==> src/l1d_geometry_pkg.sv <==
// L1 data cache geometry
`default_nettype none

package l1d_geometry_pkg;

    // Physical address width
    localparam int ADDR_BITS = 32;

    // Organization
    localparam int WAYS = 4;
    localparam int SETS = 64;
    localparam int LINE_BYTES = 64;
    localparam int WORD_BITS = 32;
    localparam int LINE_WORDS = LINE_BYTES / (WORD_BITS / 8);

    // Hardware threads sharing the pipeline
    localparam int THREADS = 4;
    localparam int THREAD_IDX_BITS = $clog2(THREADS);

    // Address split, from the top: tag, set, offset
    localparam int OFFSET_BITS = $clog2(LINE_BYTES);
    localparam int SET_BITS = $clog2(SETS);
    localparam int TAG_BITS = ADDR_BITS - SET_BITS - OFFSET_BITS;
    localparam int WAY_IDX_BITS = $clog2(WAYS);

    // One cache line, big-endian.
    // Both views count upward from the most significant end, so byte k is
    // line offset k and word w covers offsets 4w..4w+3 with 4w on top
    typedef union packed
    {
        logic [0:LINE_WORDS-1][WORD_BITS-1:0] words;
        logic [0:LINE_BYTES-1][7:0] bytes;
    } line_t;

endpackage

`default_nettype wire

==> src/mem_op_pkg.sv <==
// Memory access and fault encodings
`default_nettype none

package mem_op_pkg;

    // Access size of a load or store
    typedef enum logic [1:0]
    {
        // Single byte
        MEM_B = 2'd0,
        // Halfword, two bytes
        MEM_S = 2'd1,
        // Word, four bytes
        MEM_L = 2'd2,
        // Block vector, one word per lane across the whole line
        MEM_BLOCK = 2'd3
    } access_t;

    // Fault reason reported with resp_fault.
    // Listed from highest to lowest priority
    typedef enum logic [1:0]
    {
        // No translation for the address
        FR_TLB_MISS = 2'd0,
        // Translation exists but the page is not present
        FR_PAGE_FAULT = 2'd1,
        // Address not aligned to the access size
        FR_ALIGNMENT = 2'd2,
        // Store to a read-only page
        FR_WRITE = 2'd3
    } fault_t;

endpackage

`default_nettype wire

==> src/access_check.sv <==
// Enables, faults and miss decisions
`timescale 1ns/1ns
`default_nettype none

module access_check
(
    input wire logic req_valid,
    input wire logic req_is_load,
    input wire logic req_tlb_hit,
    input wire logic req_tlb_present,
    input wire logic req_tlb_writable,
    input wire logic hit,
    input wire logic near_miss_tag,
    input wire logic [l1d_geometry_pkg::LINE_BYTES-1:0] store_mask,
    input wire logic unaligned,
    output logic load_en,
    output logic read_en,
    output logic fault,
    output mem_op_pkg::fault_t fault_reason,
    output logic miss,
    output logic retry,
    output logic store_go,
    output logic lru_go
);

    logic store_path;
    logic access_en;
    logic tlb_miss;
    logic page_fault;
    logic alignment_fault;
    logic write_fault;
    logic load_miss;

    assign load_en = req_valid && req_is_load && req_tlb_hit;

    // A store with an empty mask writes nothing and is dropped
    assign store_path = req_valid && req_tlb_hit && !req_is_load && |store_mask;
    assign access_en = load_en || store_path;

    assign tlb_miss = req_valid && !req_tlb_hit;
    assign page_fault = access_en && !req_tlb_present;
    assign alignment_fault = access_en && unaligned;
    assign write_fault = store_path && !req_tlb_writable;
    assign fault = tlb_miss || page_fault || alignment_fault || write_fault;

    // Permission bits mean nothing after a TLB miss, so it goes first
    always_comb
    begin
        if (tlb_miss)
            fault_reason = mem_op_pkg::FR_TLB_MISS;
        else if (page_fault)
            fault_reason = mem_op_pkg::FR_PAGE_FAULT;
        else if (alignment_fault)
            fault_reason = mem_op_pkg::FR_ALIGNMENT;
        else
            fault_reason = mem_op_pkg::FR_WRITE;
    end

    assign read_en = load_en && hit;

    // Missing loads always roll back.
    // Only a true miss goes to L2; a near miss just retries
    assign load_miss = load_en && !hit && !fault;
    assign retry = load_miss;
    assign miss = load_miss && !near_miss_tag;

    assign store_go = store_path && !fault;
    assign lru_go = hit && access_en && !fault;

endmodule

`default_nettype wire

==> config.mk <==
export PLATFORM = sky130hd
export DESIGN_NAME = access_check
export DESIGN_NICKNAME = d
export VERILOG_FILES = /design/src/l1d_geometry_pkg.sv /design/src/mem_op_pkg.sv /design/src/access_check.sv
export SDC_FILE = /design/constraint.sdc
export NUM_CORES = 1
export LEC_CHECK = 0
export ABC_AREA = 1
export BUFFER_PORTS_ARGS = -buffer_cell sky130_fd_sc_hd__buf_2
export CAP_MARGIN = 20
export CORE_AREA = 2 2 42 44
export DETAILED_ROUTE_END_ITERATION = 12
export DIE_AREA = 0 0 44 46
export PLACE_DENSITY = 0.8
export SLEW_MARGIN = 15
export SYNTH_ARGS = -nofsm -noshare
export SYNTH_HDL_FRONTEND = slang
export SYNTH_SLANG_ARGS = --single-unit
==> constraint.sdc <==
create_clock -name vclk -period 1.9
set_clock_uncertainty 0.1 [all_clocks]
set_input_delay 0.38 -clock vclk [all_inputs]
set_output_delay 0.38 -clock vclk [all_outputs]
set_load 0.005 [all_outputs]
# --- After elaboration in Yosys (flattened, before gate mapping) ---
# Cells that the tools add are included.
word_totals:
  reg_bits: 0
  in_bits: 72
  output_inout_bits: 9
  wordCells: 31
op_classes:
  n_mux: 3
  reduce_logical: 28
ops:
  columns: ["op", "n"]
  rows:
  - ["64-bit OR reduction", 1]
  - ["1-bit logical AND", 16]
  - ["1-bit logical NOT", 7]
  - ["1-bit logical OR", 4]
  - ["2-bit 2-to-1 mux", 2]
  - ["1-bit 2-to-1 mux", 1]

# --- Depth between registers and ports, before layout ---
# Gate-level depths: netlist of the first run.
depth:
  depth_word: 11
  depth_mapped: 11
  ltp_nobuf: 11

# --- Least setup slack after synthesis of the first run ---
# OpenSTA, ideal clock, no wires.
synth_timing:
  path_kind: "input port to output port"
  startpoint: "in store_mask[63] (netlist name)"
  endpoint: "out lru_go"
  arrival_ns: 1.323
  t_required_ns: 1.420
  setup_slack_ns: 0.097
  stages: 11
  path_buffers: 0
  cell_sequence: "nor2_1 nand2_1 nor2_1 nand2_1 nor2_1 nand2_1 nand2_2 nand2_4 a21oi_2 nand2_2 nor2_1"
synth_between:
  elab_chain_len: 9
  elab_cells_between_ends: 12
  cone_classes: "reduce/logical: 12"
synth_rtl:
  columns: ["element", "line_no", "text"]
  rows:
  - ["start: declaration", "access_check.sv:14", "input wire logic [l1d_geometry_pkg::LINE_BYTES-1:0] store_mask,"]
  - ["64-bit OR reduction *", "access_check.sv:37", "assign store_path = req_valid && req_tlb_hit && !req_is_load && |store_mask;"]
  - ["1-bit logical AND *", "access_check.sv:37", null]
  - ["1-bit logical OR", "access_check.sv:38", "assign access_en = load_en || store_path;"]
  - ["1-bit logical AND", "access_check.sv:41", "assign page_fault = access_en && !req_tlb_present;"]
  - ["1-bit logical OR (2 in series)", "access_check.sv:44", "assign fault = tlb_miss || page_fault || alignment_fault || write_fault;"]
  - ["1-bit logical OR *", "access_check.sv:44", null]
  - ["net fault", "access_check.sv:18", "output logic fault,"]
  - ["1-bit logical NOT *", "access_check.sv:68", "assign lru_go = hit && access_en && !fault;"]
  - ["1-bit logical AND *", "access_check.sv:68", null]
  - ["end: declaration", "access_check.sv:23", "output logic lru_go"]
# Mark *: on every way through the listed nets, which the timed path passes. The rest lies on a longest branch.

# --- Worst setup path in the final report of the first run ---
layout_timing:
  startpoint: "in store_mask[48] (netlist name)"
  endpoint: "out store_go"
layout_between:
  elab_chain_len: 9
  elab_cells_between_ends: 11
  cone_classes: "reduce/logical: 11"
layout_rtl:
  columns: ["element", "line_no", "text"]
  rows:
  - ["64-bit OR reduction *", "access_check.sv:37", null]
  - ["1-bit logical AND *", "access_check.sv:37", null]
  - ["1-bit logical OR", "access_check.sv:38", null]
  - ["1-bit logical AND", "access_check.sv:41", null]
  - ["1-bit logical OR (3 in series)", "access_check.sv:44", null]
  - ["1-bit logical NOT", "access_check.sv:67", "assign store_go = store_path && !fault;"]
  - ["1-bit logical AND *", "access_check.sv:67", null]
  - ["end: declaration", "access_check.sv:22", "output logic store_go,"]
# Mark *: on every way between the ends. The rest lies on a longest branch, timed or not.

==> results by group, run 1 <==
Floorplanning
  – I/O pin total: 81
  – Initial core utilization: ~23%
  – FP Rows: 15
  – Die width: around 44 µm
  – Die Height: ~46 µm
  – Core footprint: 1610 µm²
  – DIE AREA: roughly 2000 µm²

Global route
  – Grt ovf: 0
  – Pin count of the biggest net entering global routing: 5
  – Initial antenna violation count: 0
  – Vias in the first global route: 645
  – First-pass GRT wire length: ~2300 µm
  – GRT Total Usage: approximately 14%

Timing
  – Setup_tns: -0.921 ns
  – RSZ-0062 raised after global routing: yes
  – Final worst slack: -0.184 ns
  – Period minus WS final: about 2.1 ns
  – Final setup fails: 7
  – Achievable frequency: 480 MHz
  – Worst slew pin tran: approximately 0.25 ns
  – Tcrit/Tclk final: 110%
  – Fin. max-slew vios: 0
  – Max transition margin: 83.3%
  – Final hold vios: 0
  – Final hold slack: 0.892 ns

Routing
  – # DRC: 0
  – Vias: 794
  – Routed WL per cell: roughly 9.5 µm
  – Vias/cell: around 4.3
  – DR iter-0 viols: 8
  – DRT Pass-1 Iters: 4
  – Routed Antenna Nets: 0
  – DRT Wirelength: 1760 µm

Setup path
  – Kind of critical path: input pin to primary output
  – Worst path cell trace: buf_6, nor2_4, nand2_1, nor2_1, nand2_1, nor2_1, nand2_1, nand2_2, nand2_4, a21oi_4, nand2_2, nor2_1, buf_2
  – Slowest-stage cell, CP: a21oi_4
  – Startpoint class of the critical path: input pin
  – Critical Path Fanout Max: 4
  – WP data required: between 1 and 1.5 ns
  – Slowest Stage Delay on Critical Path: 0.17 ns
  – Crit end category: primary output
  – Bufs and invs on worst path: 2
  – CP top delay family: simple AND/OR/NAND/NOR gates
  – Crit path DAT: approximately 1.6 ns

Flow run
  – Max cap viols: 0

Yosys
  – Post-Syn Instances: 87
  – Sequential-to-total area share from yosys stat: 0%
  – Area share of the largest cell type after synthesis: 49.5%
  – Most area-hungry cell type in the Yosys netlist: nor2_1
  – Distinct cells, synth: 11
  – Area contributors post-synth: nor2_1 (49%), nand2_1 (23%), inv_1 (6.1%)
  – Synthesized Nets: ~160
  – Avg Inst Size Synth: 4.27 µm²
  – Ys Warns: 0
  – Mapped Area: approximately 370 µm²

Power and ir drop
  – Worst ir drop on vdd: 0.0000704 V
  – Total leakage power: approximately 0.52 nW
  – Cell Pwr Density: approximately 170 nW/µm²
  – Tot Pwr: about 0.00017 W

Final layout
  – Final Non-Filler Cells: 186
  – Layout area overhead: 159%
  – Fillers: about 160
  – Share of post-route cells with drive strength above 1: 64.5%
  – Num sequential: 0
  – Diodes inserted: 0
  – Nets: ~240
  – Finished Cell Area: just under 1000 µm²
  – Register area: 0 µm²
  – # clk buffers: 0

Placement
  – Cell count after placement: between 150 and 200
  – HPWL Detailed: 1390 µm
  – Placed cell areas: 798 µm²
  – Number of port buffers: 81
  – Gpl congestion: between 0.6 and 0.7

Run status
  – Failing checks: setup timing
  – Status: complete, but fails checks

Min path
  – Hold crit path type: input pin to primary output

CTS
  – Hold_buf cts: 0
cell type report:
class / count / area (µm²) / share of cell area (%)
well taps: 17 / 21.3 / 2.21
inverters: 6 / 22.5 / 2.34
multi-input cells: 81 / 424 / 44.1
repair buffers: 82 / 494 / 51.4
worst paths after layout:
check                  end      startpoint  cells after the start
setup / recovery  store_go  store_mask[48]                     13
hold / removal        miss   near_miss_tag                      3
cells by family after synthesis:
kind of cell    Yosys count  synth area share [%]
simple gates             78                  84.8
buf+inv                   6                  6.06
compound gates            3                  9.09
timing repair:
item	CTS	global route
pin swaps	12	8
endpoints found under the setup margin	7	7
hold endpoints to repair	0	0
setup buffers	0	1
gates resized for setup	12	25
power breakdown:
group	switching [W]	total [W]	internal, W
Clock	0	0	0
Combinational	0.0000663	0.000167	0.000101
Sequential	0	0	0
cell usage after synthesis:
library cell	number
a21oi_2	1
a21oi_4	1
a31o_2	1
inv_1	6
nand2_1	23
nand2_2	2
nand2_4	1
nand3_1	1
nand3_2	1
nor2_1	49
nor2_2	1
cell usage in the layout (no fill, tap or decap):
cell,Yosys,final
buf_4,0,1
nand3_1,1,1
nor2_2,1,16
nand3_2,1,1
buf_6,0,13
nand2_1,23,23
nand2_4,1,1
nand2_2,2,2
a31o_2,1,1
a21oi_4,1,2
inv_1,6,6
nor2_1,49,30
buf_2,0,68
nor2_4,0,4
routing by layer:
| metal | global-route usage, % | share of wire, % | up-vias |
|---|---|---|---|
| met5 | 0 | 0 | - |
| li1 | - | - | 425 |
| met1 | 13.5 | 31 | 328 |
| met3 | 0.397 | 12 | 0 |
| met4 | 2.42 | 0 | 0 |
| met2 | 32.6 | 57 | 41 |
through the flow:
| step | util (%) | setup slack [ns] |
|---|---|---|
| after global routing | 59.6 | -0.346 |
| after global placement | 49.5 | -0.181 |
| after floorplan | - | 0.0974 |
| final | 59.6 | -0.184 |
| after detailed placement | 49.5 | -0.238 |
| after CTS | 53.4 | -0.204 |
No activity file was read; power rests on OpenSTA's default activity.
==> inputs of run 2 (changes only) <==
--- a/config.mk
+++ b/config.mk
@@ -8,10 +8,10 @@
 export ABC_AREA = 1
 export BUFFER_PORTS_ARGS = -buffer_cell sky130_fd_sc_hd__buf_2
 export CAP_MARGIN = 20
-export CORE_AREA = 2 2 42 44
+export CORE_AREA = 2 2 41 43
 export DETAILED_ROUTE_END_ITERATION = 12
-export DIE_AREA = 0 0 44 46
-export PLACE_DENSITY = 0.8
+export DIE_AREA = 0 0 43 45
+export PLACE_DENSITY = 0.84
 export SLEW_MARGIN = 15
 export SYNTH_ARGS = -nofsm -noshare
 export SYNTH_HDL_FRONTEND = slang
==> constraint.sdc (replaced) <==
create_clock -name vclk -period 2.4
set_clock_uncertainty 0.1 [all_clocks]
set_input_delay 0.48 -clock vclk [all_inputs]
set_output_delay 0.48 -clock vclk [all_outputs]
set_load 0.05 [all_outputs]
==> run 2 against run 1 <==
The flow still finishes with violations (setup timing). Global-route usage grew 1.2 points. Sequential share of layout area is the same. Combinational power grew 7%. Non-clock buffer count grew 1. Critical path depth is the same. First-iteration DRC count shrank 100%. Hold slack gained 0.25 ns. Cell area grew 13%. Die area shrank 4.4%. Total power grew 6.8%. Worst setup slack gained 0.14 ns. Critical path type unchanged. Critical endpoint is now miss. Largest power group unchanged.
==> results by group, run 2 (synthesis gave the netlist of run 1 again) <==
Floorplanning
  – I/O pin total: 81 (unchanged)
  – Die width: 43 µm (-2.3%)
  – DIE AREA: 1940 µm² (-4.4%)
  – Initial core utilization: 25.3% (+2.2 points)
  – FP Rows: 14 (-1)
  – Die Height: 45 µm (-2.2%)
  – Core footprint: 1470 µm² (-8.8%)

Setup path
  – Crit end category: primary output
  – Slowest-stage cell, CP: a21oi_4
  – Startpoint class of the critical path: input pin
  – WP data required: 1.82 ns (+0.40 ns)
  – Crit path DAT: 1.86 ns (+0.26 ns)
  – Worst path depth: 13 (unchanged)
  – Bufs and invs on worst path: 2 (unchanged)
  – CP top delay family: simple AND/OR/NAND/NOR gates
  – CP most frequent cell: nand2_1
  – Worst path cell trace: buf_2, nor2_1, nand2_1, nor2_1, nand2_1, nor2_2, nand2_1, nand2_2, nand2_4, a21oi_4, nand3_4, nor2_4, buf_8
  – Slowest Stage Delay on Critical Path: 0.23 ns (+0.06 ns)
  – Kind of critical path: input pin to primary output
  – Critical Path Fanout Max: 4 (unchanged)

Final layout
  – Nets: 244 (+0.41%)
  – Share of post-route cells with drive strength above 1: 65.9% (+1.4 points)
  – Final Non-Filler Cells: 186 (unchanged)
  – Diodes inserted: 0 (unchanged)
  – Commonest non-fill, non-tap cells in the layout: buf_2 (60), nor2_1 (29), nand2_1 (23)
  – # clk buffers: 0 (unchanged)
  – Register area: 0 µm² (unchanged)
  – Fillers: 126 (-23%)
  – Num sequential: 0 (unchanged)
  – Layout area overhead: 192%
  – Most common cell after layout, fill and taps aside: buf_2

Run status
  – Status: complete, but fails checks
  – Failing checks: setup timing

Min path
  – Hold path cells: 3 (unchanged)
  – Hold_sp: near_miss_tag
  – Hold crit path type: input pin to primary output
  – Hold Path Sink: miss

Power and ir drop
  – Cell Pwr Density: 165 nW/µm² (-5.1%)
  – Total leakage power: 0.539 nW (+3.0%)
  – Worst ir drop on vdd: 0.000106 V (+50%)

Routing
  – Vias: 826 (+4.0%)
  – DRT Wirelength: 1720 µm (-2.1%)
  – Vias/cell: 4.44 (+4.0%)
  – DRT Pass-1 Iters: 1 (-3)
  – Routed Antenna Nets: 0 (unchanged)
  – # DRC: 0 (unchanged)
  – DR iter-0 viols: 0 (-8)
  – Routed WL per cell: 9.27 µm (-2.1%)

Timing
  – Achievable frequency: about 400 MHz
  – Final hold slack: 1.14 ns (+0.249 ns)
  – Worst slew pin tran: 0.256 ns (+0.00638 ns)
  – Tcrit/Tclk final: 102%
  – Final worst slack: -0.0408 ns (+0.144 ns)
  – RSZ-0062 raised after global routing: yes
  – Final hold vios: 0 (unchanged)
  – Period minus WS final: between 2 and 2.5 ns
  – Fin. max-slew vios: 0 (unchanged)
  – Final setup fails: 4 (-3)
  – Max transition margin: 82.9% (-0.43 points)

Placement
  – HPWL Detailed: 1430 µm (+2.8%)
  – Gpl congestion: 0.688 (+7.3%)
  – Number of port buffers: 81 (unchanged)
  – Cell count after placement: 185 (unchanged)
  – Placement Setup Slack: -0.205 ns (+0.0322 ns)

Global route
  – Initial antenna violation count: 0 (unchanged)
  – Pin count of the biggest net entering global routing: 5 (unchanged)
  – First-pass GRT wire length: 2420 µm (+7.0%)
  – GRT Total Usage: 15.5% (+1.2 points)
  – Vias in the first global route: 713 (+11%)
  – Grt ovf: 0 (unchanged)

CTS
  – Hold_buf cts: 0 (unchanged)

Flow run
  – Max cap viols: 0 (unchanged)
[run 2: cell types whose count changed in the layout (fill, tap and decap cells not counted), moves of 3 or more]
| cell | delta |
|---|---|
| buf_2 | -8 |
| nor2_4 | +7 |
| nor2_2 | -6 |
| buf_8 | +4 |
| buf_6 | +3 |
[run 2: through the flow]
stage          utilization, %   power, W  instance area, µm²  TNS, ns
6_report                 73.6   0.000179                1080   -0.116
5_1_grt                  73.6   0.000192                1080   -0.843
4_1_cts                  66.4   0.000159                 977  -0.0205
3_5_place_dp             59.4   0.000144                 873   -0.672
3_3_place_gp             59.4   0.000139                 873   -0.506
2_1_floorplan               -  0.0000680                 440   -0.782
[run 2: where the power goes]
| group | internal [W] | switching, W |
|---|---|---|
| Clock | 0 | 0 |
| Sequential | 0 | 0 |
| Combinational | 0.0000921 | 0.0000866 |
[run 2: timing repair]
| action | CTS | global route |
|---|---|---|
| pin swaps | 11 | 12 |
| endpoints found under the setup margin | 5 | 7 |
| buffers inserted | 0 | 1 |
| gates resized for setup | 22 | 25 |
| gates cloned | 0 | 0 |
[run 2: how the worst max path moves through the flow]
stage              startpoint  slack [ns]     end
5_1_grt        store_mask[11]       -0.18    miss
3_5_place_dp   store_mask[31]       -0.21    miss
4_1_cts        store_mask[20]       -0.02    miss
3_3_place_gp    store_mask[9]       -0.16    miss
6_report       store_mask[23]       -0.04    miss
2_1_floorplan   store_mask[1]       -0.24  lru_go
[run 2: area by class of cell]
cell class,count,area [µm²],area share (%)
inverter,6,26.3,2.42
multi-input combinational,81,474,43.8
tap,16,20.0,1.85
timing repair buffer,83,563,52.0
[run 2: layer usage]
metal | vias to the layer above | wire length (µm) | share of wire (%) | GRT usage (%)
li1 | 429 | - | - | -
met1 | 347 | 503 | 29 | 12.8
met2 | 50 | 1010 | 59 | 38.2
met3 | 0 | 206 | 12 | 0.800
met4 | 0 | 0 | 0 | 2.42
met5 | - | 0 | 0 | 0
==> inputs of run 3 (changes only) <==
--- a/config.mk
+++ b/config.mk
@@ -8,10 +8,10 @@
 export ABC_AREA = 1
 export BUFFER_PORTS_ARGS = -buffer_cell sky130_fd_sc_hd__buf_2
 export CAP_MARGIN = 20
-export CORE_AREA = 2 2 41 43
+export CORE_AREA = 2 2 49 42
 export DETAILED_ROUTE_END_ITERATION = 12
-export DIE_AREA = 0 0 43 45
-export PLACE_DENSITY = 0.84
+export DIE_AREA = 0 0 51 44
+export PLACE_DENSITY = 0.76
 export SLEW_MARGIN = 15
 export SYNTH_ARGS = -nofsm -noshare
 export SYNTH_HDL_FRONTEND = slang
==> constraint.sdc (replaced) <==
create_clock -name vclk -period 2
set_clock_uncertainty 0.1 [all_clocks]
set_input_delay 0.4 -clock vclk [all_inputs]
set_output_delay 0.4 -clock vclk [all_outputs]
set_load 0.05 [all_outputs]
==> run 3 against run 2 <==
The run still ends with setup timing left. Flip-flop and latch count stayed put. Cell area grew 4.7%. Hold slack lost 0.15 ns. Die area increased by 16%. Worst setup slack got worse by 0.32 ns. Non-clock buffer count grew 6. Clock-buffer cell count stayed put. Combinational power rose by 28%. Critical path type unchanged. Critical endpoint unchanged. Largest cell class unchanged. Largest power group unchanged.
==> results by group, run 3 (synthesis gave the netlist of run 1 again) <==
Final layout
  – Fillers: 158 (+25%)
  – Final Non-Filler Cells: 200 (+7.5%)
  – # clk buffers: 0 (unchanged)
  – Share of post-route cells with drive strength above 1: 68.8% (+2.9 points)
  – Commonest non-fill, non-tap cells in the layout: buf_2 (61), nor2_1 (27), nand2_1 (23)
  – Register area: 0 µm² (unchanged)
  – Nets: 250 (+2.5%)
  – Layout area overhead: 205%
  – Diodes inserted: 0 (unchanged)
  – Fin util: 64.1% (-9.5 points)
  – Num sequential: 0 (unchanged)
  – Most common cell after layout, fill and taps aside: buf_2

Timing
  – RSZ-0062 raised after global routing: yes
  – Worst slew pin tran: 0.271 ns (+0.0147 ns)
  – Final hold vios: 0 (unchanged)
  – Fin. max-slew vios: 0 (unchanged)
  – Tcrit/Tclk final: 118%
  – Final worst slack: -0.359 ns (-0.318 ns)
  – Max transition margin: 81.9% (-0.99 points)
  – Final setup fails: 7 (+3)
  – Period minus WS final: between 2 and 2.5 ns
  – Achievable frequency: 424 MHz

Power and ir drop
  – Clock power share: 0% (unchanged)
  – Register share of total power: 0% (unchanged)
  – NetSw: 0.000109 W (+26%)
  – Total leakage power: 0.565 nW (+4.9%)
  – Internal Pwr Total: 0.000121 W (+31%)
  – Switching Fraction: 47.4% (-1.1 points)
  – Worst ir drop on vdd: 0.0000942 V (-11%)
  – Gate power share: 100.0% (about the same)
  – Cell Pwr Density: 202 nW/µm² (+23%)
  – Tot Pwr: 0.000230 W (+28%)

Run status
  – Status: complete, but fails checks
  – Failing checks: setup timing

Routing
  – DRT Pass-1 Iters: 4 (+3)
  – DR iter-0 viols: 2 (+2)
  – Routed Antenna Nets: 0 (unchanged)
  – Vias/cell: 4.14 (-6.9%)
  – Routed WL per cell: 9.75 µm (+5.2%)
  – # DRC: 0 (unchanged)
  – DRT Wirelength: 1950 µm (+13%)
  – Vias: 827 (+0.12%)

Floorplanning
  – Die width: 51 µm (+19%)
  – I/O pin total: 81 (unchanged)
  – Die Height: 44 µm (-2.2%)
  – Initial core utilization: 21.0% (-4.3 points)
  – FP Rows: 14 (unchanged)
  – Core footprint: 1770 µm² (+20%)
  – DIE AREA: 2240 µm² (+16%)

Setup path
  – Crit end category: primary output
  – Kind of critical path: input pin to primary output
  – WP data required: 1.50 ns (-0.32 ns)
  – Startpoint class of the critical path: input pin
  – Crit path DAT: 1.86 ns (about the same)
  – Critical Path Fanout Max: 4 (unchanged)

Global route
  – Vias in the first global route: 800 (+12%)
  – Met1 usage: 14.0% (+1.2 points)
  – Grt ovf: 0 (unchanged)
  – Pin count of the biggest net entering global routing: 5 (unchanged)
  – GR Util met2: 39.2% (+1.0 points)
  – GRT Total Usage: 16.1% (+0.59 points)
  – Routing usage on met3: 1.03% (+0.23 points)
  – First-pass GRT wire length: 2900 µm (+20%)
  – GRT busiest layer: met2
  – Initial antenna violation count: 0 (unchanged)

Placement
  – HPWL Detailed: 1450 µm (+1.4%)
  – Placement Setup Slack: -0.433 ns (-0.227 ns)
  – Cell count after placement: 194 (+4.9%)
  – Gpl congestion: 0.657 (-4.5%)
  – Number of port buffers: 81 (unchanged)

Flow run
  – Max cap viols: 0 (unchanged)

Min path
  – Hold crit path type: input pin to primary output

CTS
  – Hold_buf cts: 0 (unchanged)
## run 3: changes by cell type in the layout (fill, tap and decap cells not counted), sizes merged
| cell | previous run | this run |
|---|---|---|
| clkbuf | 1 | 0 |
| buf | 82 | 89 |
## run 3: repair_timing
item,CTS,global route
resized for setup,41,8
pin swaps,22,4
buffers inserted,4,2
gates cloned,0,0
endpoints found under the setup margin,7,7
## run 3: final cells by class
cell class / instances / area (µm²) / share of cell area [%]
Timing Repair Buffer: 89 / 609 / 53.7
Multi-Input combinational cell: 81 / 469 / 41.3
Tap cell: 24 / 30.0 / 2.65
Inverter: 6 / 26.3 / 2.32
## run 3: critical path, stage by stage
cell and delay, ns:
buf_2 0.09, nor2_1 0.12, nand2_1 0.08, nor2_1 0.08
nand2_1 0.05, nor2_1 0.10, nand2_1 0.07, nand2_2 0.11
nand2_4 0.09, a21oi_4 0.25, nand3_4 0.13, nor2_4 0.13
buf_8 0.15
## run 3: metal layers
metal  vias up  share of wire (%)
li1        442                  -
met1       351                 30
met2        34                 63
met3         0                6.5
met4         0                  0
met5         -                  0
## run 3: final timing paths
check / slack [ns] / end / cells past startpoint / from
worst min-delay path: 0.99 / miss / 3 / near_miss_tag
worst max-delay path: -0.36 / miss / 13 / store_mask[45]
## run 3: stage by stage
stage	TNS, ns	hold slack [ns]	instance area, µm²
finish	-2.01	0.994	1130
global route	-2.48	1.00	1130
CTS	-1.41	0.976	1100
detailed placement	-2.15	1.03	891
global placement	-2.02	1.03	891
floorplan	-1.90	0.759	440
## run 3: power by group through the flow
stage / clock network (W) / logic [W] / registers [W]
after CTS: 0 / 0.000219 / 0
after global placement: 0 / 0.000168 / 0
final: 0 / 0.000230 / 0
after global routing: 0 / 0.000246 / 0
after floorplan: 0 / 0.0000816 / 0
after detailed placement: 0 / 0.000172 / 0
